**src/source/conv_pkg.sv**
```systemverilog
`default_nettype none

package conv_pkg;

    localparam int pixel_w   = 16;
    localparam int coef_w    = 16;
    localparam int acc_w     = 48;
    localparam int addr_w    = 14;  // 128x128 output map
    localparam int wb_adr_w  = 16;
    localparam int wb_dat_w  = 32;
    localparam int reg_off_w = 4;   // Offset bits decoded in the register region

    typedef logic signed [pixel_w-1:0] pixel_t;
    typedef logic signed [coef_w-1:0]  coef_t;
    typedef logic signed [acc_w-1:0]   acc_t;
    typedef logic [addr_w-1:0]         res_addr_t;

    // Row-major 3x3 window, p0 is the top left pixel
    typedef struct packed {
        pixel_t p0, p1, p2;  // Row 0
        pixel_t p3, p4, p5;  // Row 1
        pixel_t p6, p7, p8;  // Row 2
    } window_t;

    // Coefficient kn multiplies pixel pn
    typedef struct packed {
        coef_t k0, k1, k2;
        coef_t k3, k4, k5;
        coef_t k6, k7, k8;
    } kernel_t;

    typedef struct packed {
        window_t   window;
        res_addr_t out_addr;
        logic      first;  // Start from bias instead of the stored partial sum
    } conv_job_t;

    typedef struct packed {
        logic                cyc;
        logic                stb;
        logic                we;
        logic [wb_adr_w-1:0] adr;
        logic [wb_dat_w-1:0] dat;
    } wb_req_t;

    typedef struct packed {
        logic [wb_dat_w-1:0] dat;
        logic                ack;
    } wb_rsp_t;

    // Register offsets in region 0 (adr[15] low)
    typedef enum logic [reg_off_w-1:0] {
        reg_k0      = 4'd0,
        reg_k1      = 4'd1,
        reg_k2      = 4'd2,
        reg_k3      = 4'd3,
        reg_k4      = 4'd4,
        reg_k5      = 4'd5,
        reg_k6      = 4'd6,
        reg_k7      = 4'd7,
        reg_k8      = 4'd8,
        reg_bias_lo = 4'd9,
        reg_bias_hi = 4'd10,
        reg_status  = 4'd11
    } cfg_reg_e;

    typedef enum logic [1:0] {
        seq_idle  = 2'd0,
        seq_read  = 2'd1,
        seq_write = 2'd2
    } seq_state_e;

endpackage

`default_nettype wire

```
**src/source/accum_seq.sv**
```systemverilog
`timescale 1ns/1ns
`default_nettype none

module accum_seq (
    input  logic                clk,
    input  logic                arst_n,
    // Job stream
    input  logic                job_valid,
    input  conv_pkg::conv_job_t job,
    output logic                job_ready,
    // Datapath
    input  conv_pkg::acc_t      bias,
    output conv_pkg::window_t   window,
    input  conv_pkg::acc_t      dot,
    // Result RAM port A
    output logic                ram_en,
    output logic                ram_we,
    output conv_pkg::res_addr_t ram_addr,
    output conv_pkg::acc_t      ram_wdata,
    input  conv_pkg::acc_t      ram_rdata,
    output logic                busy
);
    import conv_pkg::*;

    seq_state_e state;
    conv_job_t  job_q;  // Job under processing
    acc_t       base;   // Bias or stored partial sum

    always_ff @(posedge clk or negedge arst_n) begin
        if (!arst_n) begin
            state <= seq_idle;
        end else begin
            case (state)
                seq_idle:  if (job_valid) state <= seq_read;
                seq_read:  state <= seq_write;
                seq_write: state <= seq_idle;
                default:   state <= seq_idle;
            endcase
        end
    end

    always_ff @(posedge clk) begin
        if (job_valid && job_ready) begin
            job_q <= job;
        end
    end

    assign job_ready = (state == seq_idle);
    assign busy      = (state != seq_idle);

    // Read in seq_read, data returns during seq_write
    assign ram_en   = (state == seq_read) || (state == seq_write);
    assign ram_we   = (state == seq_write);
    assign ram_addr = job_q.out_addr;

    assign window    = job_q.window;
    assign base      = job_q.first ? bias : ram_rdata;
    assign ram_wdata = base + dot;

endmodule

`default_nettype wire

```
**config.mk**
```make
export PLATFORM = sky130hd
export DESIGN_NAME = accum_seq
export DESIGN_NICKNAME = d
export VERILOG_FILES = /design/src/source/conv_pkg.sv /design/src/source/accum_seq.sv
export SDC_FILE = /design/constraint.sdc
export NUM_CORES = 1
export LEC_CHECK = 0
export BUFFER_PORTS_ARGS = -buffer_cell sky130_fd_sc_hd__buf_2
export CAP_MARGIN = 0
export CELL_PAD_IN_SITES_DETAIL_PLACEMENT = 1
export CELL_PAD_IN_SITES_GLOBAL_PLACEMENT = 1
export CORE_AREA = 2 2 200 202
export CTS_BUF_LIST = sky130_fd_sc_hd__clkbuf_8 sky130_fd_sc_hd__clkbuf_16
export CTS_CLUSTER_DIAMETER = 50
export DETAILED_ROUTE_END_ITERATION = 7
export DIE_AREA = 0 0 202 204
export PLACE_DENSITY_LB_ADDON = 0.1
export SLEW_MARGIN = 20
export SYNTH_ARGS = -nofsm -noshare
export SYNTH_HDL_FRONTEND = slang
export SYNTH_SLANG_ARGS = --single-unit
```
**constraint.sdc**
```tcl
create_clock -name clk -period 10.93 [get_ports clk]
set_input_delay 2.186 -clock clk [delete_from_list [all_inputs] [get_ports clk]]
set_output_delay 2.186 -clock clk [all_outputs]
set_load 0.01 [all_outputs]
```
# Yosys cells after proc, flatten, opt, wreduce, memory -nomap -nowiden

Cells that the tools add are included.

Reduce and logical (&&, ||, !) cells: 4
Muxes and demuxes: 3
Equality and inequality tests: 3
Add/sub/neg operators: 1

Operators with widths:

| kind                                                            | number |
|---|---|
| 48-bit adder                                                    | 1 |
| 48-bit two-way mux                                              | 1 |
| 2-bit case mux with 2 select lines                              | 1 |
| 2-bit by 1-bit == test with 1-bit output, second input constant | 1 |
| 2-bit == test, second input constant                            | 1 |
| 2-bit logical NOT                                               | 1 |
| 2-bit two-way mux                                               | 1 |
| 2-bit inequality test, second input constant                    | 1 |
| 2-bit nonzero test                                              | 1 |
| 1-bit logical AND                                               | 1 |
| 1-bit logical OR                                                | 1 |

Logic and storage cells: 23
Input bits: 306
Output and inout bits: 210
Bits in registers: 161

# Logic depth before layout (Yosys ltp)

Gate-level depths: netlist (run 1).

Depth after elaboration: 2
Mapped depth: 14
Mapped depth without buffers: 12

# Worst setup path after synthesis (run 1)

Ideal clock, no wire load.

Kind: input-to-output
From: input port bias[0]
To: output port ram_wdata[42]
Setup slack: 3.866 ns
Data arrival time: 4.878 ns
Data required time: 8.744 ns
Stages on the path: 12
Buffers on the path: 0
Cell sequence: mux2_2 -> ha_1 -> fa_1 -> a211o_1 -> a211oi_2 -> o41ai_2 -> a221oi_2 -> o211a_1 -> o22ai_2 -> a2111oi_2 -> nor2_1 -> xor2_1

Cells in the longest elaborated chain, start to end: 2

RTL lines:

| what               | line            | text |
|---|---|---|
| start: declaration | accum_seq.sv:12 | `input conv_pkg::acc_t bias,` |
| 48-bit two-way mux | accum_seq.sv:57 | `assign base = job_q.first ? bias : ram_rdata;` |
| 48-bit adder       | accum_seq.sv:58 | `assign ram_wdata = base + dot;` |
| end: declaration   | accum_seq.sv:19 | `output conv_pkg::acc_t ram_wdata,` |

No other way between the ends.

# Worst setup path after layout (run 1)

From: input port ram_rdata[0]
To: output port ram_wdata[42]

Cells in the longest elaborated chain, start to end: 2

RTL lines:

| what               | line            | text |
|---|---|---|
| start: declaration | accum_seq.sv:20 | `input conv_pkg::acc_t ram_rdata,` |
| 48-bit two-way mux | accum_seq.sv:57 |  |
| 48-bit adder       | accum_seq.sv:58 |  |

No other way between the ends.

==> results_dict.tcl, run 1 <==
set metrics [dict create \
    dieHeight_um 204 \
    synth_edf_count 159 \
    min_path_cells 2 \
    clock_latency_ns 0.44 \
    setup_viol 0 \
    wl_per_cell_um 19.48 \
    synth_flop_cell "edfxtp_1" \
    utilization_pct 30.79 \
    worst_pin_slew_ns 0.9786 \
    drive_above_1_share_pct 53.75 \
    intPower_mw 1.557 \
    grt_pass1_vias 7615 \
    syn_inst 781 \
    fin_area_sq_um 12070 \
    drtAntennaViolNets 0 \
    cts_htree_levels 4 \
    clkSinkCount 161 \
    nets 1491 \
    status "finished clean" \
    regToRegSetupSlack_ns 7.82 \
    cp_data_arrival_time_ns 5.46 \
    drc_errors 0 \
    p_per_area_nw_per_um2 196.2 \
    synth_nets 1138 \
    min_period_over_period_pct 69.98 \
    cts.repair.resized 0 \
    min_period_ns 7.649 \
    tns_ns 0 \
    worstReg2RegEnd "window[57]" \
    hold_end "state[0]" \
    core_region_area_sq_um 39180 \
    syn_to_final_growth_pct 27.40 \
    ir_worst_vdd_mv 0.1758 \
    cts.path.max_buffers 2 \
    hold_viol_final 0 \
    pre_cts_slack_ns 3.244 \
    min_from "state[0]" \
    slew-limit-headroom_pct 34.76 \
    cp_cell_sequence "buf_2, mux2_2, ha_1, fa_1, a211o_1, a211oi_2, o41ai_2, a221oi_2, o211a_1, o22ai_2, a2111oi_2, nor2_1, xor2_1, buf_2" \
    place_inst 1640 \
    io_pins 516 \
    final_common_cell "buf_2" \
    clock.fmax_ghz 0.1307 \
    max_stage_delay_ns 0.44 \
    cts_setup_buffers 0 \
    leakage_nw 5.360 \
    clock-skew-final_ns 0.004580 \
    crit_fanout 3 \
    nFillCells 4437 \
    synth-seq-cells 161 \
    hold_path_class "reg2reg" \
    fin_cells 1680 \
    hold_buffers 0 \
    path_common_cell "buf_2" \
    switching_power_mw 0.8109 \
    whs_ns 0.5567 \
    p_comb_share_pct 37.0 \
    post_drt_via_cell_ratio 4.233 \
    power_frac_clock_pct 26.5 \
    gp_congestion 0.7487 \
    seqPwrFrac_pct 36.5 \
    grt_usage_pct 15.60 \
    grt_max_degree 76 \
    max_cap_viol_count 0 \
    rr_worst_depth 5 \
    final_cell_mix "515 x buf_2, 159 x edfxtp_1, 50 x ha_1, 47 x mux2_2, 45 x a21oi_1" \
    dpl_cell_area_sq_um 11430 \
    initialDrtViolationCount 268 \
    layout_setup_ws_ns 3.281 \
    vias 7111 \
    worstSetupPathType "in2out" \
    fp.dieW_um 202 \
    grt_pass1_wl_mm 47.72 \
    crit_slowest_cell "fa_1" \
    crit_path_start_kind "input pin" \
    yosysSeqAreaShare_pct 50.94 \
    first_pass_iters 4 \
    yosys_warnings 0 \
    synth.distinct_cells 62 \
    swShare_pct 34.25 \
    crit_required_ns 8.74 \
    initial_core_util_pct 24.17 \
    ys_async_sr_fraction_pct 1.242 \
    r2r_start "state[1]" \
    io_buffers 515 \
    die-area_sq_um 41210 \
    hpwlAfterDp_mm 27.91 \
    report.final.slew_viol_count 0 \
    gr-total-overflow 0 \
    synth_area_per_cell_sq_um 12.13 \
    antenna_found_initial 15 \
    cts_tree "yes" \
    rows 73 \
    rsz0062_at_grt "false" \
    cts_root_buf "clkbuf_16" \
    clkTransAtPathRegs_ns 0.06 \
    synthesis.area_sq_um 9470 \
    end_kind "output port" \
    cts_buffers 17 \
    routed_wl_mm 32.73 \
    finalPower_mw 2.368 \
]
-- state kept, by name, summed over array words and instances (netlist names) --
name and count:
ram_addr 14, window 144, state 2, job_q 1
-- worst max-delay path: cells and delay by family --
| family | cells | cell delay [ns] |
|---|---|---|
| AO/OA/AOI/OAI | 7 | 1.80 |
| XOR/XNOR | 1 | 0.14 |
| adder cells (fa/ha/maj) | 2 | 0.68 |
| buffers and inverters | 2 | 0.26 |
| multiplexers | 1 | 0.28 |
| AND/OR/NAND/NOR | 1 | 0.10 |
-- layer usage --
layer | wire (um) | vias to the layer above | part of all wire [%] | track usage [%]
met3 | 2874 | 32 | 8.8 | 6.107
li1 | - | 3434 | - | -
met4 | 467 | 10 | 1.4 | 4.254
met5 | 65 | - | 0.20 | 0
met1 | 11810 | 3345 | 36 | 16.01
met2 | 17510 | 290 | 54 | 29.32
-- logic make-up (layout without fill, tap and decap cells) --
logic type,count (synthesis),in the layout,share of synthesized area (%)
compound gates,169,169,12.53
xor+xnor,42,42,3.884
fa+ha+maj,51,51,6.817
buf+inv,196,561,14.27
flops,161,161,50.94
mux,48,48,5.694
other cells,0,9,0
simple gates,114,114,5.866
-- power groups by stage --
stage | registers (mW) | clock network (mW) | logic [mW]
detailed placement | 0.877 | 0 | 0.900
CTS | 0.866 | 0.647 | 0.902
floorplan | 0.898 | 0 | 0.629
global route | 0.878 | 0.665 | 0.963
finish | 0.865 | 0.627 | 0.876
global placement | 0.874 | 0 | 0.903
-- cell type report --
class	instances	area, sq um	area share, %
Tap cell	525	656.9	5.444
Timing Repair Buffer	519	2608	21.61
Clock inverter	14	190.2	1.576
Inverter	11	41.29	0.3422
Sequential cell	161	4825	39.99
Antenna cell	9	22.52	0.1867
Clock buffer	17	425.4	3.526
Multi-Input combinational cell	424	3297	27.33
-- synthesized netlist by cell type (3+ instances only) --
library cell  number  area, sq um
nor3_1             6        30.03
nor2b_1            5        31.28
or2_2              3        18.77
clkbuf_1          18        67.56
o21ai_0           25        125.1
mux2_2            47        529.3
edfxtp_1         159         4775
nand2b_1           4        25.02
a21oi_1           45        225.2
nand4_1           18        112.6
inv_1             11        41.29
o31ai_1            4        30.03
xnor2_1           27        236.5
o211ai_1           3        22.52
a211o_1            3        26.28
nand2_1           28        105.1
o21a_1             8        60.06
buf_4            161         1209
a21o_1            34        255.2
a211oi_1           7        52.55
a221oi_1           3        26.28
o21ai_2            5        43.79
o21bai_1           7        52.55
ha_1              50        625.6
xor2_1            15        131.4
and3_1             4        25.02
nand3_1            5        25.02
nor2_1            32        120.1
buf_2              3        15.01
and2_1             5        31.28
-- worst max path at each step --
| stage | endpoint | from | cells past startpoint |
|---|---|---|---|
| after floorplan | ram_wdata[42] | bias[0] | 12 |
| after global placement | ram_wdata[38] | bias[0] | 14 |
| after detailed placement | ram_wdata[38] | ram_rdata[0] | 14 |
| after CTS | ram_wdata[38] | ram_rdata[0] | 14 |
| after global routing | ram_wdata[42] | ram_rdata[0] | 14 |
| final | ram_wdata[42] | ram_rdata[0] | 14 |
Note: power is estimated with default switching activity, not from simulation.
==> run 2: changes to the inputs <==
==> constraint.sdc (replaced) <==
create_clock -name clk -period 6.48 [get_ports clk]
set_input_delay 1.296 -clock clk [delete_from_list [all_inputs] [get_ports clk]]
set_output_delay 1.296 -clock clk [all_outputs]
set_load 0.01 [all_outputs]
==> run 2 against run 1 <==
- sequential share of layout area is essentially flat
- register-to-register slack lost 3.7 ns
- power grew 68%
- global-route usage shrank 0.11 points
- clock skew grew 0.0030 ns
- clock-buffer cell count is the same
- utilization is essentially flat
- worst hold slack lost 0.019 ns
- combinational power grew 69%
- via count is essentially flat
- critical path depth is the same
==> results_dict.tcl, run 2 (synthesis results as in run 1) <==
set metrics [dict create \
    cts.path.max_buffers 2 \
    met1_length_mm 11.42 \
    highest_layer "met5" \
    path_common_cell "buf_2" \
    gr-total-overflow 0 \
    hold_buffers 0 \
    utilization_pct 30.78 \
    tns_ns 0 \
    die-area_sq_um 41210 \
    cts_setup_buffers 0 \
    crit_fanout 3 \
    final_cell_mix "515 x buf_2, 159 x edfxtp_1, 50 x ha_1, 47 x mux2_2, 45 x a21oi_1" \
    rows 73 \
    core_region_area_sq_um 39180 \
    leakage_nw 5.355 \
    clkTransAtPathRegs_ns 0.07 \
    cts_buffers 17 \
    post_drt_via_cell_ratio 4.243 \
    status "finished clean" \
    layout_setup_ws_ns 0.6749 \
    hpwlAfterDp_mm 28.15 \
    fp.dieW_um 202 \
    grt_usage_pct 15.49 \
    cp-startpoint "bias[0]" \
    clock-skew-final_ns 0.007576 \
    hold_viol_final 0 \
    vias 7115 \
    report.final.slew_viol_count 0 \
    max_cap_viol_count 0 \
    whs_ns 0.5374 \
    max_stage_delay_ns 0.44 \
    p_per_area_nw_per_um2 330.2 \
    cts_tree "yes" \
    io_buffers 515 \
    end_kind "output port" \
    drc_errors 0 \
    min_from "state[0]" \
    dieHeight_um 204 \
    drtAntennaViolNets 0 \
    wl_per_cell_um 19.64 \
    first_pass_iters 4 \
    cp_cell_sequence "buf_2, mux2_2, ha_1, fa_1, a211o_1, a211oi_2, o41ai_2, a221oi_2, o211a_1, o22ai_2, a2111oi_2, nor2_1, xor2_1, buf_2" \
    final_common_cell "buf_2" \
    routed_wl_mm 32.94 \
    wl_met3_mm 3.132 \
    crit_slowest_cell "fa_1" \
    grt_max_degree 111 \
    grt_pass1_wl_mm 47.64 \
    route.met2.wl_mm 17.74 \
    cts.repair.resized 0 \
    worstSetupPathType "in2out" \
    cp_data_arrival_time_ns 4.51 \
    initial_core_util_pct 24.17 \
    cts_root_buf "clkbuf_16" \
    setup_viol 0 \
    min_period_over_period_pct 89.59 \
    rsz0062_at_grt "false" \
    crit_required_ns 5.18 \
    r2r_start "state[1]" \
    ir_worst_vdd_mv 0.2144 \
    min_period_ns 5.805 \
    gp_congestion 0.7512 \
    grt_pass1_vias 7821 \
    clock.fmax_ghz 0.1723 \
    crit_path_start_kind "input pin" \
    syn_to_final_growth_pct 27.35 \
    hold_path_class "reg2reg" \
    antenna_found_initial 13 \
    worst_pin_slew_ns 0.6925 \
    clock_latency_ns 0.43 \
    initialDrtViolationCount 264 \
    pre_cts_slack_ns 0.5915 \
    largest_reg_flops 144 \
    drive_above_1_share_pct 53.88 \
    slew-limit-headroom_pct 53.83 \
    io_pins 516 \
    clkSinkCount 161 \
    nets 1491 \
    cts_htree_levels 4 \
]
## run 2: per-layer routing
metal	vias up	global-route usage [%]
met5	-	0
met4	16	4.097
met3	40	6.537
met2	280	29.53
met1	3348	15.31
li1	3431	-
## run 2: final timing paths
| check | to | slack, ns | cells after the start |
|---|---|---|---|
| max in group asynchronous | state[0] | 5.73 | 1 |
| worst max register to register | window[104] | 4.13 | 4 |
| worst min register to register | state[0] | 0.54 | 2 |
| worst min-delay path | state[0] | 0.54 | 2 |
| min in group asynchronous | state[1] | 0.65 | 1 |
| worst max-delay path | ram_wdata[42] | 0.67 | 14 |
## run 2: cell type report
class | count | area (sq um)
Multi-Input combinational cell | 424 | 3297
Inverter | 11 | 41.29
Tap cell | 525 | 656.9
Sequential cell | 161 | 4825
Fill cell | 4474 | 27120
Timing Repair Buffer | 519 | 2620
Clock buffer | 17 | 425.4
Clock inverter | 15 | 182.7
Antenna cell | 5 | 12.51
## run 2: critical path, delay by kind of cell
family / cells / cell delay, ns
AOI/OAI and AO/OA: 7 / 1.77
buffers and inverters: 2 / 0.24
muxes: 1 / 0.29
adders and majority gates: 2 / 0.67
xor gates and xnor gates: 1 / 0.14
and+or+nand+nor: 1 / 0.10
## run 2: power by group
group / total, mW / switching (mW) / leakage, nW / internal [mW]
clock: 1.04 / 0.431 / 0.282 / 0.611
combinational: 1.48 / 0.908 / 3.55 / 0.575
sequential: 1.46 / 0.0459 / 1.52 / 1.41
## run 2: metrics by stage
step,power (mW),area [sq um],instances
6_report,3.983,12060,1677
4_1_cts,4.054,12050,1672
2_1_floorplan,2.575,9470,781
3_5_place_dp,3.003,11440,1640
3_3_place_gp,2.997,11440,1640
5_1_grt,4.213,12050,1672
