==> config.mk <==
export PLATFORM = sky130hd
export DESIGN_NAME = wb_cfg_port
export DESIGN_NICKNAME = d
export VERILOG_FILES = /design/src/source/conv_pkg.sv /design/src/source/wb_cfg_port.sv
export SDC_FILE = /design/constraint.sdc
export NUM_CORES = 1
export LEC_CHECK = 0
export BUFFER_PORTS_ARGS = -buffer_cell sky130_fd_sc_hd__buf_4
export CORE_MARGIN = 4
export CORE_UTILIZATION = 26
export CTS_CLUSTER_DIAMETER = 120
export DETAILED_ROUTE_END_ITERATION = 8
export GPL_TIMING_DRIVEN = 1
export PLACE_DENSITY_LB_ADDON = 0.12
export SYNTH_ARGS = -nofsm -noshare
export SYNTH_HDL_FRONTEND = slang
export SYNTH_SLANG_ARGS = --single-unit
==> constraint.sdc <==
create_clock -name clk -period 2 [get_ports clk]
set_input_delay 0.4 -clock clk [delete_from_list [all_inputs] [get_ports clk]]
set_output_delay 0.4 -clock clk [all_outputs]
set_load 0.01 [all_outputs]
==> src/source/conv_pkg.sv <==
`default_nettype none

package conv_pkg;

    localparam int pixel_w   = 16;
    localparam int coef_w    = 16;
    localparam int acc_w     = 48;
    localparam int addr_w    = 14;  // 128x128 output map
    localparam int wb_adr_w  = 16;
    localparam int wb_dat_w  = 32;
    localparam int reg_off_w = 4;   // Offset bits decoded in the register region

    typedef logic signed [pixel_w-1:0] pixel_t;
    typedef logic signed [coef_w-1:0]  coef_t;
    typedef logic signed [acc_w-1:0]   acc_t;
    typedef logic [addr_w-1:0]         res_addr_t;

    // Row-major 3x3 window, p0 is the top left pixel
    typedef struct packed {
        pixel_t p0, p1, p2;  // Row 0
        pixel_t p3, p4, p5;  // Row 1
        pixel_t p6, p7, p8;  // Row 2
    } window_t;

    // Coefficient kn multiplies pixel pn
    typedef struct packed {
        coef_t k0, k1, k2;
        coef_t k3, k4, k5;
        coef_t k6, k7, k8;
    } kernel_t;

    typedef struct packed {
        window_t   window;
        res_addr_t out_addr;
        logic      first;  // Start from bias instead of the stored partial sum
    } conv_job_t;

    typedef struct packed {
        logic                cyc;
        logic                stb;
        logic                we;
        logic [wb_adr_w-1:0] adr;
        logic [wb_dat_w-1:0] dat;
    } wb_req_t;

    typedef struct packed {
        logic [wb_dat_w-1:0] dat;
        logic                ack;
    } wb_rsp_t;

    // Register offsets in region 0 (adr[15] low)
    typedef enum logic [reg_off_w-1:0] {
        reg_k0      = 4'd0,
        reg_k1      = 4'd1,
        reg_k2      = 4'd2,
        reg_k3      = 4'd3,
        reg_k4      = 4'd4,
        reg_k5      = 4'd5,
        reg_k6      = 4'd6,
        reg_k7      = 4'd7,
        reg_k8      = 4'd8,
        reg_bias_lo = 4'd9,
        reg_bias_hi = 4'd10,
        reg_status  = 4'd11
    } cfg_reg_e;

    typedef enum logic [1:0] {
        seq_idle  = 2'd0,
        seq_read  = 2'd1,
        seq_write = 2'd2
    } seq_state_e;

endpackage

`default_nettype wire

==> src/source/wb_cfg_port.sv <==
`timescale 1ns/1ns
`default_nettype none

module wb_cfg_port (
    input  logic                clk,
    input  logic                arst_n,
    input  conv_pkg::wb_req_t   wb_req,
    output conv_pkg::wb_rsp_t   wb_rsp,
    input  logic                busy,
    output conv_pkg::kernel_t   kernel,
    output conv_pkg::acc_t      bias,
    // Result readback through RAM port B
    output logic                rd_en,
    output conv_pkg::res_addr_t rd_addr,
    input  conv_pkg::acc_t      rd_data
);
    import conv_pkg::*;

    localparam int hi_w = acc_w - wb_dat_w;  // Width of the upper result half

    coef_t [0:8]         coef_q;   // Index 0 lands on k0 (MSB)
    acc_t                bias_q;
    logic                ack_q;
    logic                pend_q;   // RAM read in flight
    logic                half_q;
    logic [wb_dat_w-1:0] dat_q;
    logic [wb_dat_w-1:0] reg_rdata;
    logic                start;
    logic                ram_region;
    logic                off_ok;
    logic                reg_wr;
    cfg_reg_e            off;

    assign ram_region = wb_req.adr[wb_adr_w-1];
    assign off_ok     = (wb_req.adr[wb_adr_w-2:reg_off_w] == '0);
    assign off        = cfg_reg_e'(wb_req.adr[reg_off_w-1:0]);

    // New request only when nothing is acked or pending
    assign start   = wb_req.cyc && wb_req.stb && !ack_q && !pend_q;
    assign rd_en   = start && ram_region && !wb_req.we;
    assign rd_addr = wb_req.adr[addr_w:1];
    assign reg_wr  = start && !ram_region && wb_req.we && off_ok;

    always_ff @(posedge clk or negedge arst_n) begin
        if (!arst_n) begin
            ack_q  <= 1'b0;
            pend_q <= 1'b0;
        end else begin
            ack_q  <= (start && !rd_en) || pend_q;
            pend_q <= rd_en;
        end
    end

    always_ff @(posedge clk or negedge arst_n) begin
        if (!arst_n) begin
            coef_q <= '0;
            bias_q <= '0;
        end else if (reg_wr) begin
            case (off)
                reg_k0, reg_k1, reg_k2, reg_k3, reg_k4,
                reg_k5, reg_k6, reg_k7, reg_k8: coef_q[off] <= coef_t'(wb_req.dat[coef_w-1:0]);
                reg_bias_lo: bias_q[wb_dat_w-1:0] <= wb_req.dat;
                reg_bias_hi: bias_q[acc_w-1:wb_dat_w] <= wb_req.dat[hi_w-1:0];
                default: ;  // Status and holes ignore writes
            endcase
        end
    end

    always_comb begin
        reg_rdata = '0;
        if (!ram_region && off_ok) begin
            case (off)
                reg_k0, reg_k1, reg_k2, reg_k3, reg_k4,
                reg_k5, reg_k6, reg_k7, reg_k8: reg_rdata = wb_dat_w'(coef_q[off]);
                reg_bias_lo: reg_rdata = bias_q[wb_dat_w-1:0];
                reg_bias_hi: reg_rdata = {{(wb_dat_w-hi_w){bias_q[acc_w-1]}},
                                          bias_q[acc_w-1:wb_dat_w]};
                reg_status:  reg_rdata = {{(wb_dat_w-1){1'b0}}, busy};
                default:     reg_rdata = '0;
            endcase
        end
    end

    // Response data, RAM word arrives one cycle after rd_en
    always_ff @(posedge clk) begin
        if (rd_en) begin
            half_q <= wb_req.adr[0];
        end
        if (pend_q) begin
            dat_q <= half_q ? {{(wb_dat_w-hi_w){rd_data[acc_w-1]}}, rd_data[acc_w-1:wb_dat_w]}
                            : rd_data[wb_dat_w-1:0];
        end else if (start) begin
            dat_q <= reg_rdata;
        end
    end

    assign kernel = kernel_t'(coef_q);
    assign bias   = bias_q;
    assign wb_rsp = '{dat: dat_q, ack: ack_q};

endmodule

`default_nettype wire

* Yosys cells after proc, flatten, opt, wreduce, memory -nomap -nowiden *
Cells that the tools add are included.

word-level totals
  register bits = 227
  bits of input ports = 102
  output and inout bits = 240
  logic and storage cells = 64

cells by class
  $lt $le $gt $ge = 2
  equality and inequality tests = 11
  muxes and demuxes = 11
  bitwise logic cells = 1
  reductions and logical operators = 24

operators by type and width
  cell                                                                          count
  144-bit bitwise mux                                                           1
  32-bit two-way mux                                                            4
  32-bit case mux with 4 select lines                                           1
  16-bit binary-select mux with 4-bit select                                    1
  16-bit demux with 4-bit select                                                1
  16-bit two-way mux                                                            3
  4-bit by 3-bit == test with 1-bit output, second input constant               4
  4-bit == test, second input constant                                          4
  1-bit logical AND                                                             11
  11-bit logical NOT                                                            1
  9-bit OR reduction                                                            1
  4-bit by 2-bit == test with 1-bit output, second input constant               2
  2-bit AND reduction                                                           3
  5-bit >= comparator, second input constant                                    1
  1-bit logical NOT                                                             5
  5-bit by 1-bit less-than comparator with 1-bit output, second input constant  1
  4-bit inverter with 5-bit output                                              1
  4-bit by 1-bit == test with 1-bit output, second input constant               1
  4-bit logical NOT                                                             1
  2-bit nonzero test                                                            1
  1-bit logical OR                                                              1

* Depth between registers and ports, before layout *
Gate-level depths: netlist of run 1.

  depth after elaboration = 8
  depth in mapped cells = 8

* Least setup slack after synthesis of run 1 *
Ideal clock, no wire load.

  kind = in2reg
  start point = input wb_req[33] (netlist name)
  end point = register dat_q[20] (data pin)
  arrival time = 2.130 ns
  data required time = 1.729 ns
  setup slack = -0.401 ns
  cell stages on the path = 6
  path buffers = 3
  path through = clkbuf_1 clkbuf_1 mux4_2 o211ai_1 clkbuf_1 a2bb2oi_1

on the way
  cells in the longest elaborated chain, start to end = 8
  elaborated cells between the ends (all ways) = 21
  those cells by class = 11 x eq/ne; 7 x mux; 1 x bitwise; 2 x reduce/logical

ends and longest elaborated chain
  what                                                    line               source
  start: declaration                                      wb_cfg_port.sv:7   input conv_pkg::wb_req_t wb_req,
  4-bit inverter with 5-bit output (implied by the code)  wb_cfg_port.sv:74  reg_k5, reg_k6, reg_k7, reg_k8: reg_rdata = wb_dat_w'(coef_q[off]);
  16-bit binary-select mux with 4-bit select              wb_cfg_port.sv:74
  16-bit two-way mux (implied by the code) (2 in a row)   wb_cfg_port.sv:74
  32-bit case mux with 4 select lines (*)                 wb_cfg_port.sv:72  case (off)
  32-bit two-way mux (*)                                  wb_cfg_port.sv:71  if (!ram_region && off_ok) begin
  32-bit two-way mux (*)                                  wb_cfg_port.sv:92  end else if (start) begin
  32-bit two-way mux (*)                                  wb_cfg_port.sv:89  if (pend_q) begin
  end signal: assignment                                  wb_cfg_port.sv:90  dat_q <= half_q ? {{(wb_dat_w-hi_w){rd_data[acc_w-1]}}, rd_data[acc_w-1:wb_dat_w]}
  end signal: assignment                                  wb_cfg_port.sv:93  dat_q <= reg_rdata;
  end: declaration                                        wb_cfg_port.sv:26  logic [wb_dat_w-1:0] dat_q;

Every way passes the cells marked *; elsewhere a longest branch is shown, timed or not. The select of a mux whose other input is x is not followed.
A chain may end at the register's enable or synchronous reset.

* Worst setup path after layout of run 1 *
  start point = register ack_q
  end point = register coef_q (netlist bit kernel[104])

on the way
  cells in the longest elaborated chain, start to end = 7

ends and longest elaborated chain
  what                            line               source
  start: declaration              wb_cfg_port.sv:23  logic ack_q;
  start signal: assignment        wb_cfg_port.sv:49  ack_q <= (start && !rd_en) || pend_q;
  1-bit logical NOT               wb_cfg_port.sv:39  assign start = wb_req.cyc && wb_req.stb && !ack_q && !pend_q;
  1-bit logical AND (2 in a row)  wb_cfg_port.sv:39
  1-bit logical AND (3 in a row)  wb_cfg_port.sv:42  assign reg_wr = start && !ram_region && wb_req.we && off_ok;
  2-bit AND reduction (no line)   -
  end signal: indexed assignment  wb_cfg_port.sv:61  reg_k5, reg_k6, reg_k7, reg_k8: coef_q[off] <= coef_t'(wb_req.dat[coef_w-1:0]);
  end: declaration                wb_cfg_port.sv:21  coef_t [0:8] coef_q;

Every way passes these cells.

==> flow_summary_export.csv, run 1 <==
group,metric,value,unit
yosys,syn_nets,899,
floorplan,die_w,214,um
worst_setup_path,cp_data_arrival_time,2.44,ns
timing,max_slew.worst_pin.slew,1.13,ns
yosys,syn-instance-count,797,
layout,fillerInstances,4125,
timing,slew_headroom,24.3,%
run_status,violations,"negative setup slack",
flow_run,cap_violations,0,
clocking,clk_latency,0.56,ns
timing,rsz0062_at_grt,"true",
clocking,cts_max_level,1,
grt,grt_pass1_wl,61.5,mm
layout,syn2layout_area_growth,44.0,%
hold_path,hold_path_class,"input pin to flop",
layout,nNetsFinal,1276,
timing,period_share,100,%
yosys,syn_area_per_cell,13.9,um^2
floorplan,die_h,214,um
run_status,status,"finished with violations",
yosys,ys_seq_area_share,52.9,%
worst_setup_path,crit_required,2.44,ns
power,leakagePower,7.85,nW
routing,ant_nets,0,
routing,dr.pass1.iters,4,
timing,setup_viol,4,
routing,vias_per_cell,4.70,
clocking,cts_sinks,227,
place,dp_hpwl,31.6,mm
worst_setup_path,cp_slowest_stage_delay,0.37,ns
clocking,cts-buffers-inserted,29,
layout,design_area,0.0159,mm^2
routing,post_drt_wl_per_cell,24.2,um
worst_setup_path,cp-endpoint,"kernel[104]$_DFFE_PN0P_",
yosys,ys_types,45,
worst_setup_path,reg2reg_from,"ack_q$_DFF_PN0_",
yosys,ys_ff_latch,227,
grt,antenna_found_initial,1,
grt,grt_max_degree,56,
timing,setup_ws,-0.00803,ns
place,place_congestion,0.801,
floorplan,die-area,0.0459,mm^2
timing,maxSlewViolCount,0,
clocking,cts_root_buf,"clkbuf_16",
power,p_per_area,663,mW/mm^2
yosys,synth-edff-count,33,
worst_setup_path,reg2reg_to,"kernel[104]$_DFFE_PN0P_",
routing,remaining_drc_errors,0,
worst_setup_path,start_kind,"flop",
place,io_buffers,341,
routing,drtIter0Drc,338,
grt,grt_pass1_vias,8602,
worst_setup_path,end_kind,"flop",
yosys,async_flop_share,85.5,%
floorplan,boundaryPins,342,
worst_setup_path,crit_path_top_delay_cell,"dfrtp_1",
place,place_area,0.0148,mm^2
clocking,path_clk_slew,0.06,ns
worst_setup_path,critPathKind,"flop to flop",
timing,hold_viol_final,0,
floorplan,start_util,26.4,%
routing,routed_wl,42.1,mm
clocking,cts.path.max_buffers,3,
worst_setup_path,r2r_cells,7,
worst_setup_path,cp-startpoint,"ack_q$_DFF_PN0_",
yosys,synth-main-ff-cell,"dfrtp_1",
worst_setup_path,cp_cell_sequence,"buf_4 -> and4b_1 -> nor2b_4 -> buf_12 -> nand4_4 -> clkbuf_16 -> mux2_4",
power,vdd_ir_drop_max,0.530,mV
timing,skew,0.0167,ns
power,total_power,10.5,mW
layout,drive_gt1_share,61.3,%
floorplan,core,0.0419,mm^2
place,place_ws,-0.650,ns
timing,min_period,2.01,ns
timing,tns,-0.0171,ns
timing,fmax,498,MHz
worst_setup_path,rrSetupSlack,-0.008,ns
layout,utilization,37.9,%
floorplan,core.rowCount,75,
grt,overflow,0,
clocking,tritoncts,"built",
grt,grt_use_total,17.6,%
worst_setup_path,worst-path-max-fanout,5,
routing,num_vias,8151,
yosys,synth-warning-count,0,
yosys,netlist_area,0.0111,mm^2
## Yosys cell counts (15+ instances only)
master     number  area [um^2]
a2bb2oi_1      17          149
nand2_1        18         67.6
edfxtp_1       33          991
and2_1         16          100
buf_4          18          135
dfrtp_1       194         4850
o22ai_1        15         93.8
nor2_1         16         60.1
a211oi_1       17          128
a21boi_0       17          128
inv_1          17         63.8
mux2i_1        31          310
mux4_2         18          405
nand2b_1       18          113
mux2_2        187         2110
clkbuf_1       41          154
buf_2          15         75.1
## report_power, final
group | internal (mW) | total (mW) | switching (mW)
Combinational | 0.363 | 0.807 | 0.444
Sequential | 4.73 | 4.75 | 0.0151
Clock | 2.98 | 4.99 | 2.01
Total | 8.07 | 10.5 | 2.47
## critical path: cells and delay by family, from the launching register on
kind / cells / cell delay, ns
buffers and inverters: 3 / 0.53
flip-flops: 1 / 0.37
multiplexers: 1 / 0.29
AND/OR/NAND/NOR: 3 / 0.70
## state kept, by name, indices dropped and copies added, names as in the netlist
| signal | cells |
|---|---|
| kernel | 144 |
| bias | 48 |
| dat_q | 32 |
| ack_q | 1 |
| half_q | 1 |
| pend_q | 1 |
## per-stage QoR
step | std cells | hold slack, ns
3_5_place_dp | 1674 | 0.427
5_1_grt | 1735 | 0.0476
4_1_cts | 1730 | 0.0349
3_3_place_gp | 1674 | 0.428
6_report | 1735 | 0.0694
2_1_floorplan | 797 | 0.104
## logic make-up after synthesis
group	Yosys count	share of synthesized area, %
flip-flops	227	52.9
AO/OA/AOI/OAI	111	7.55
AND/OR/NAND/NOR	100	6.71
multiplexers	256	27.9
buffers and inverters	103	4.96
## layout make-up
class / instances / area (um^2) / area share, %
flip-flops and latches: 227 / 5850 / 36.7
multi-input cells: 467 / 4820 / 30.3
repair buffers: 432 / 3610 / 22.7
clock buffers: 46 / 840 / 5.27
well taps: 539 / 674 / 4.24
inverters: 17 / 63.8 / 0.401
clock inverters: 6 / 58.8 / 0.369
diodes: 1 / 2.50 / 0.0157
## layout by cell type (no fill, tap or decap), drive strengths merged, types with 2 or more instances in the layout
| cell | n |
|---|---|
| o22ai | 15 |
| nand2b | 18 |
| inv | 18 |
| a2111oi | 14 |
| or4 | 3 |
| and2 | 17 |
| clkbuf | 50 |
| nand2 | 18 |
| mux4 | 18 |
| buf | 427 |
| mux2i | 31 |
| nand3 | 2 |
| a2bb2oi | 17 |
| nor3 | 2 |
| nand4 | 10 |
| a211oi | 17 |
| clkinv | 4 |
| dfrtp | 194 |
| a21boi | 17 |
| edfxtp | 33 |
| nor2b | 6 |
| a22o | 14 |
| nor2 | 16 |
| nor4 | 2 |
| o21ai | 14 |
| mux2 | 207 |
## how the worst min path moves through the flow
stage               startpoint                 endpoint  slack [ns]  cells after the start
detailed placement      arst_n  kernel[102]$_DFFE_PN0P_        0.43                      1
global placement        arst_n  kernel[102]$_DFFE_PN0P_        0.43                      1
CTS                 wb_req[16]     bias[16]$_DFFE_PN0P_        0.03                      2
floorplan               arst_n          ack_q$_DFF_PN0_        0.10                      0
global route        wb_req[16]     bias[16]$_DFFE_PN0P_        0.05                      2
finish              wb_req[16]     bias[16]$_DFFE_PN0P_        0.07                      2
## what timing repair did
action,in CTS,in global routing
hold buffers,1,0
gates cloned,0,3
endpoints found under the setup margin,10,34
pin swaps,1,4
setup buffers,3,1
endpoints found under the hold margin,48,0
resized for setup,15,16
## metal layers
| layer | up-vias | wire (um) | global-route usage, % |
|---|---|---|---|
| met5 | - | 0 | 0 |
| met4 | 0 | 757 | 3.61 |
| met3 | 37 | 2980 | 5.12 |
| met2 | 242 | 19800 | 28.6 |
| met1 | 4183 | 18500 | 23.7 |
| li1 | 3689 | - | - |
No activity file was read; power rests on OpenSTA's default activity.
==> run 2: changes to the inputs <==
--- a/config.mk
+++ b/config.mk
@@ -12,6 +12,7 @@
 export DETAILED_ROUTE_END_ITERATION = 8
 export GPL_TIMING_DRIVEN = 1
 export PLACE_DENSITY_LB_ADDON = 0.12
+export SETUP_SLACK_MARGIN = 0.4
 export SYNTH_ARGS = -nofsm -noshare
 export SYNTH_HDL_FRONTEND = slang
 export SYNTH_SLANG_ARGS = --single-unit
==> run 2 against run 1 <==
Against the previous run:
- the flow now finishes without violations
- combinational power rose by 11%
- cell area up 11%
- clock power increased by 3%
- largest cell class unchanged
- largest power group unchanged
- highest routed layer unchanged
==> flow_summary_export.csv, run 2 (synthesis results as in run 1) <==
group,metric,value,unit
clocking,tritoncts,"built",
grt,antenna_found_initial,0,
routing,ant_nets,0,
clocking,cts_max_level,1,
place,dp_hpwl,32.5,mm
grt,gr-max-usage-layer,"met2",
hold_path,hold_path_class,"input pin to flop",
place,io_buffers,341,
grt,grt_pass1_vias,9046,
timing,setup_ws,0.0254,ns
routing,remaining_drc_errors,0,
power,total_power,10.8,mW
grt,grt_use_met2,30.6,%
worst_setup_path,crit_required,1.60,ns
clocking,clk_latency,0.56,ns
worst_setup_path,end_kind,"primary output",
timing,tns,0,ns
hold_path,hold_path_depth,2,
floorplan,die-area,0.0459,mm^2
worst_setup_path,reg2reg_from,"ack_q$_DFF_PN0_",
worst_setup_path,reg2reg_to,"kernel[75]$_DFFE_PN0P_",
grt,grt_use_met1,26.1,%
power,leakagePower,8.65,nW
layout,fillerInstances,4024,
clocking,cts_root_buf,"clkbuf_16",
timing,skew,0.0124,ns
grt,overflow,0,
hold_path,holdPathEnd,"bias[29]$_DFFE_PN0P_",
grt,grt_use_total,18.8,%
worst_setup_path,cp_data_arrival_time,1.57,ns
layout,syn2layout_area_growth,59.2,%
layout,drive_gt1_share,68.1,%
layout,final_common_cell,"buf_4",
timing,fmax,506,MHz
routing,routed_wl,44.6,mm
floorplan,start_util,26.4,%
worst_setup_path,r2r_cells,7,
worst_setup_path,start_kind,"flop",
grt,globalRouteMet3Util,4.24,%
floorplan,boundaryPins,342,
floorplan,core,0.0419,mm^2
clocking,cts-buffers-inserted,29,
timing,hold_viol_final,0,
flow_run,cap_violations,0,
routing,num_vias,8490,
floorplan,die_h,214,um
routing,drtIter0Drc,441,
timing,min_period,1.97,ns
hold_path,min_from,"wb_req[29]",
layout,n_antenna_cell,0,
timing,whs,0.0795,ns
routing,vias_per_cell,4.68,
power,vdd_ir_drop_max,0.562,mV
routing,post_drt_wl_per_cell,24.6,um
grt,grt_pass1_wl,65.0,mm
place,place_congestion,0.834,
grt,grt_max_degree,53,
floorplan,core.rowCount,75,
timing,maxSlewViolCount,0,
floorplan,die_w,214,um
place,place_ws,-0.675,ns
routing,dr.pass1.iters,4,
run_status,status,"finished, final reports clean",
timing,slew_headroom,52.2,%
layout,seqCellArea,0.00585,mm^2
timing,period_share,98.7,%
worst_setup_path,cp-startpoint,"ack_q$_DFF_PN0_",
layout,nNetsFinal,1354,
timing,setup_viol,0,
clocking,path_clk_slew,0.06,ns
clocking,cts_sinks,227,
layout,final_cell_mix,"392 x buf_4, 190 x dfrtp_1, 154 x mux2_2, 72 x buf_6, 53 x mux2_4",
worst_setup_path,worst-path-max-fanout,2,
timing,rsz0062_at_grt,"true",
clocking,cts.path.max_buffers,3,
layout,multi_input_area,0.00535,mm^2
worst_setup_path,critPathKind,"flop to primary output",
timing,max_slew.worst_pin.slew,0.714,ns
layout,largest_reg_flops,144,
power,p_per_area,614,mW/mm^2
worst_setup_path,rrSetupSlack,0.05,ns
run 2: through the flow:
step	instances	utilization, %	cell area (um^2)
after global routing	1813	41.9	17600
after global placement	1695	35.8	15000
after CTS	1801	40.6	17000
final	1813	41.9	17600
after floorplan	797	-	11200
after detailed placement	1695	35.8	15000
run 2: metal layers:
layer	share of wire [%]	wire, um
met4	1.6	725
met2	47	21000
met1	46	20600
met3	5.2	2340
met5	0	0
run 2: worst max-delay path by stage:
stage	endpoint	slack [ns]
2_1_floorplan	kernel[10]$_DFFE_PN0P_	-0.11
3_3_place_gp	dat_q[10]$_DFFE_PP_	-0.71
3_5_place_dp	dat_q[10]$_DFFE_PP_	-0.67
4_1_cts	rd_en	0.02
5_1_grt	rd_en	-0.06
6_report	rd_en	0.03
run 2: report_power, final:
part / leakage, nW / switching [mW] / internal, mW / total (mW)
logic: 5.18 / 0.481 / 0.414 / 0.896
registers: 3.01 / 0.0150 / 4.73 / 4.75
clock network: 0.464 / 2.07 / 3.09 / 5.16
run 2: layout make-up:
cell class / instances / share of cell area [%]
timing repair buffer: 510 / 26.8
multi-input combinational: 467 / 30.4
tap: 539 / 3.83
sequential: 227 / 33.3
clock inverter: 7 / 0.384
clock buffer: 46 / 4.94
inverter: 17 / 0.363
run 2: what timing repair did:
| item | CTS | global route |
|---|---|---|
| pin swaps | 14 | 13 |
| endpoints found under the hold margin | 32 | 0 |
| buffers inserted | 45 | 10 |
| hold buffers | 1 | 0 |
| gates cloned | 7 | 2 |
| setup endpoints to repair | 262 | 262 |
| resized for setup | 109 | 112 |
run 2: worst max-delay path: stages (launching register included):
cell      delay (ns)
dfrtp_1         0.37
nand3b_1        0.22
nor4b_4         0.26
buf_4           0.17
==> run 3: changes to the inputs <==
--- a/config.mk
+++ b/config.mk
@@ -11,6 +11,7 @@
 export CTS_CLUSTER_DIAMETER = 120
 export DETAILED_ROUTE_END_ITERATION = 8
 export GPL_TIMING_DRIVEN = 1
+export HOLD_SLACK_MARGIN = 0.15
 export PLACE_DENSITY_LB_ADDON = 0.12
 export SETUP_SLACK_MARGIN = 0.4
 export SYNTH_ARGS = -nofsm -noshare
==> run 3 against run 2 <==
Against the previous run:
- core utilization is 0.38 points higher
- global-route usage increased by 0.066 points
- cell area increased by 0.91%
- register-to-register slack is essentially flat
- via count up 0.61%
- critical path type unchanged
==> flow_summary_export.csv, run 3 (synthesis results as in run 1) <==
group,metric,value,unit
worst_setup_path,crit_path_top_delay_cell,"dfrtp_1",
power,vdd_ir_drop_max,0.562,mV
clocking,cts-buffers-inserted,29,
clocking,cts_root_buf,"clkbuf_16",
layout,largest_reg_flops,144,
grt,antenna_found_initial,0,
routing,remaining_drc_errors,0,
worst_setup_path,crit_required,1.60,ns
layout,final_common_cell,"buf_4",
worst_setup_path,worst-path-max-fanout,2,
power,leakagePower,8.72,nW
floorplan,core.rowCount,75,
clocking,cts_sinks,227,
floorplan,die_w,214,um
worst_setup_path,cp_data_arrival_time,1.58,ns
power,total_power,10.8,mW
floorplan,die_h,214,um
grt,grt_pass1_vias,9121,
floorplan,core,0.0419,mm^2
timing,max_slew.worst_pin.slew,0.714,ns
worst_setup_path,start_kind,"flop",
timing,slew_headroom,52.2,%
layout,final_cell_mix,"392 x buf_4, 190 x dfrtp_1, 154 x mux2_2, 72 x buf_6, 53 x mux2_4",
routing,routed_wl,44.8,mm
grt,grt_use_total,18.9,%
timing,min_period,1.98,ns
grt,grt_max_degree,53,
grt,grt_pass1_wl,65.3,mm
layout,syn2layout_area_growth,60.6,%
floorplan,die-area,0.0459,mm^2
clocking,cts_max_level,1,
place,dp_hpwl,32.5,mm
worst_setup_path,cp_slowest_stage_delay,0.37,ns
clocking,cts.path.max_buffers,3,
routing,ant_nets,0,
timing,hold_viol_final,0,
place,place_congestion,0.834,
layout,nNetsFinal,1370,
floorplan,boundaryPins,342,
worst_setup_path,critPathKind,"flop to primary output",
clocking,path_clk_slew,0.06,ns
run_status,status,"finished, final reports clean",
clocking,tritoncts,"built",
routing,post_drt_wl_per_cell,24.5,um
timing,period_share,98.8,%
worst_setup_path,end_kind,"primary output",
timing,rsz0062_at_grt,"true",
power,p_per_area,610,mW/mm^2
timing,skew,0.0126,ns
layout,n_antenna_cell,0,
timing,setup_viol,0,
timing,tns,0,ns
routing,vias_per_cell,4.67,
place,io_buffers,341,
timing,maxSlewViolCount,0,
layout,drive_gt1_share,67.2,%
floorplan,start_util,26.4,%
grt,overflow,0,
routing,drtIter0Drc,400,
flow_run,cap_violations,0,
clocking,clk_latency,0.56,ns
routing,num_vias,8542,
routing,dr.pass1.iters,4,
timing,fmax,506,MHz
hold_path,hold_path_class,"input pin to flop",
worst_setup_path,cp_cell_sequence,"nand3b_1 -> nor4b_4 -> buf_4",
==> run 3: cell type report <==
cell class	count	area, um^2
clock inverters	7	67.6
well taps	539	674
flip-flops and latches	227	5850
repair buffers	526	4880
fillers	4008	24200
inverters	17	63.8
multi-input cells	467	5350
clock buffers	46	870
==> run 3: where the power goes <==
group	switching, mW	leakage (nW)	internal (mW)
Clock	2.07	0.464	3.09
Sequential	0.0149	3.01	4.73
Combinational	0.488	5.25	0.434
==> run 3: worst paths after layout <==
| kind | start | endpoint | slack (ns) | depth (start not counted) |
|---|---|---|---|---|
| max | ack_q$_DFF_PN0_ | rd_en | 0.02 | 3 |
| min | wb_req[6] | kernel[6]$_DFFE_PN0P_ | 0.19 | 2 |
| min in group asynchronous | arst_n | kernel[35]$_DFFE_PN0P_ | 0.31 | 2 |
| max reg2reg | ack_q$_DFF_PN0_ | kernel[75]$_DFFE_PN0P_ | 0.04 | 7 |
| max in group asynchronous | arst_n | kernel[101]$_DFFE_PN0P_ | 1.04 | 3 |
| min reg2reg | bias[30]$_DFFE_PN0P_ | bias[30]$_DFFE_PN0P_ | 0.53 | 1 |
==> run 3: critical path, delay by kind of cell, from the launching register on <==
family | cells | cell delay, ns
buffers and inverters | 1 | 0.17
flip-flops | 1 | 0.37
AND/OR/NAND/NOR | 2 | 0.48
==> run 3: what timing repair did <==
item	CTS	global route
setup endpoints to repair	262	262
setup buffers	45	10
hold buffers	17	0
hold endpoints to repair	158	0
gates cloned	7	2
resized for setup	109	112
pin swaps	14	13
==> run 3: per-layer routing <==
layer	up-vias	routed length, um	track usage, %	share of wire [%]
met5	-	0	0	0
met1	4394	20700	26.3	46
met2	229	21100	30.7	47
li1	3879	-	-	-
met4	0	717	3.31	1.6
met3	40	2310	4.24	5.1
==> run 3: through the flow <==
step / cells / hold WS [ns] / area [um^2] / utilization [%] / worst slack, ns
after detailed placement: 1695 / 0.345 / 15000 / 35.8 / -0.675
final: 1829 / 0.192 / 17800 / 42.3 / 0.0248
after global routing: 1829 / 0.183 / 17800 / 42.3 / -0.0630
after floorplan: 797 / 0.104 / 11200 / - / -0.112
after CTS: 1817 / 0.164 / 17200 / 41.0 / 0.0161
after global placement: 1695 / 0.347 / 15000 / 35.8 / -0.713
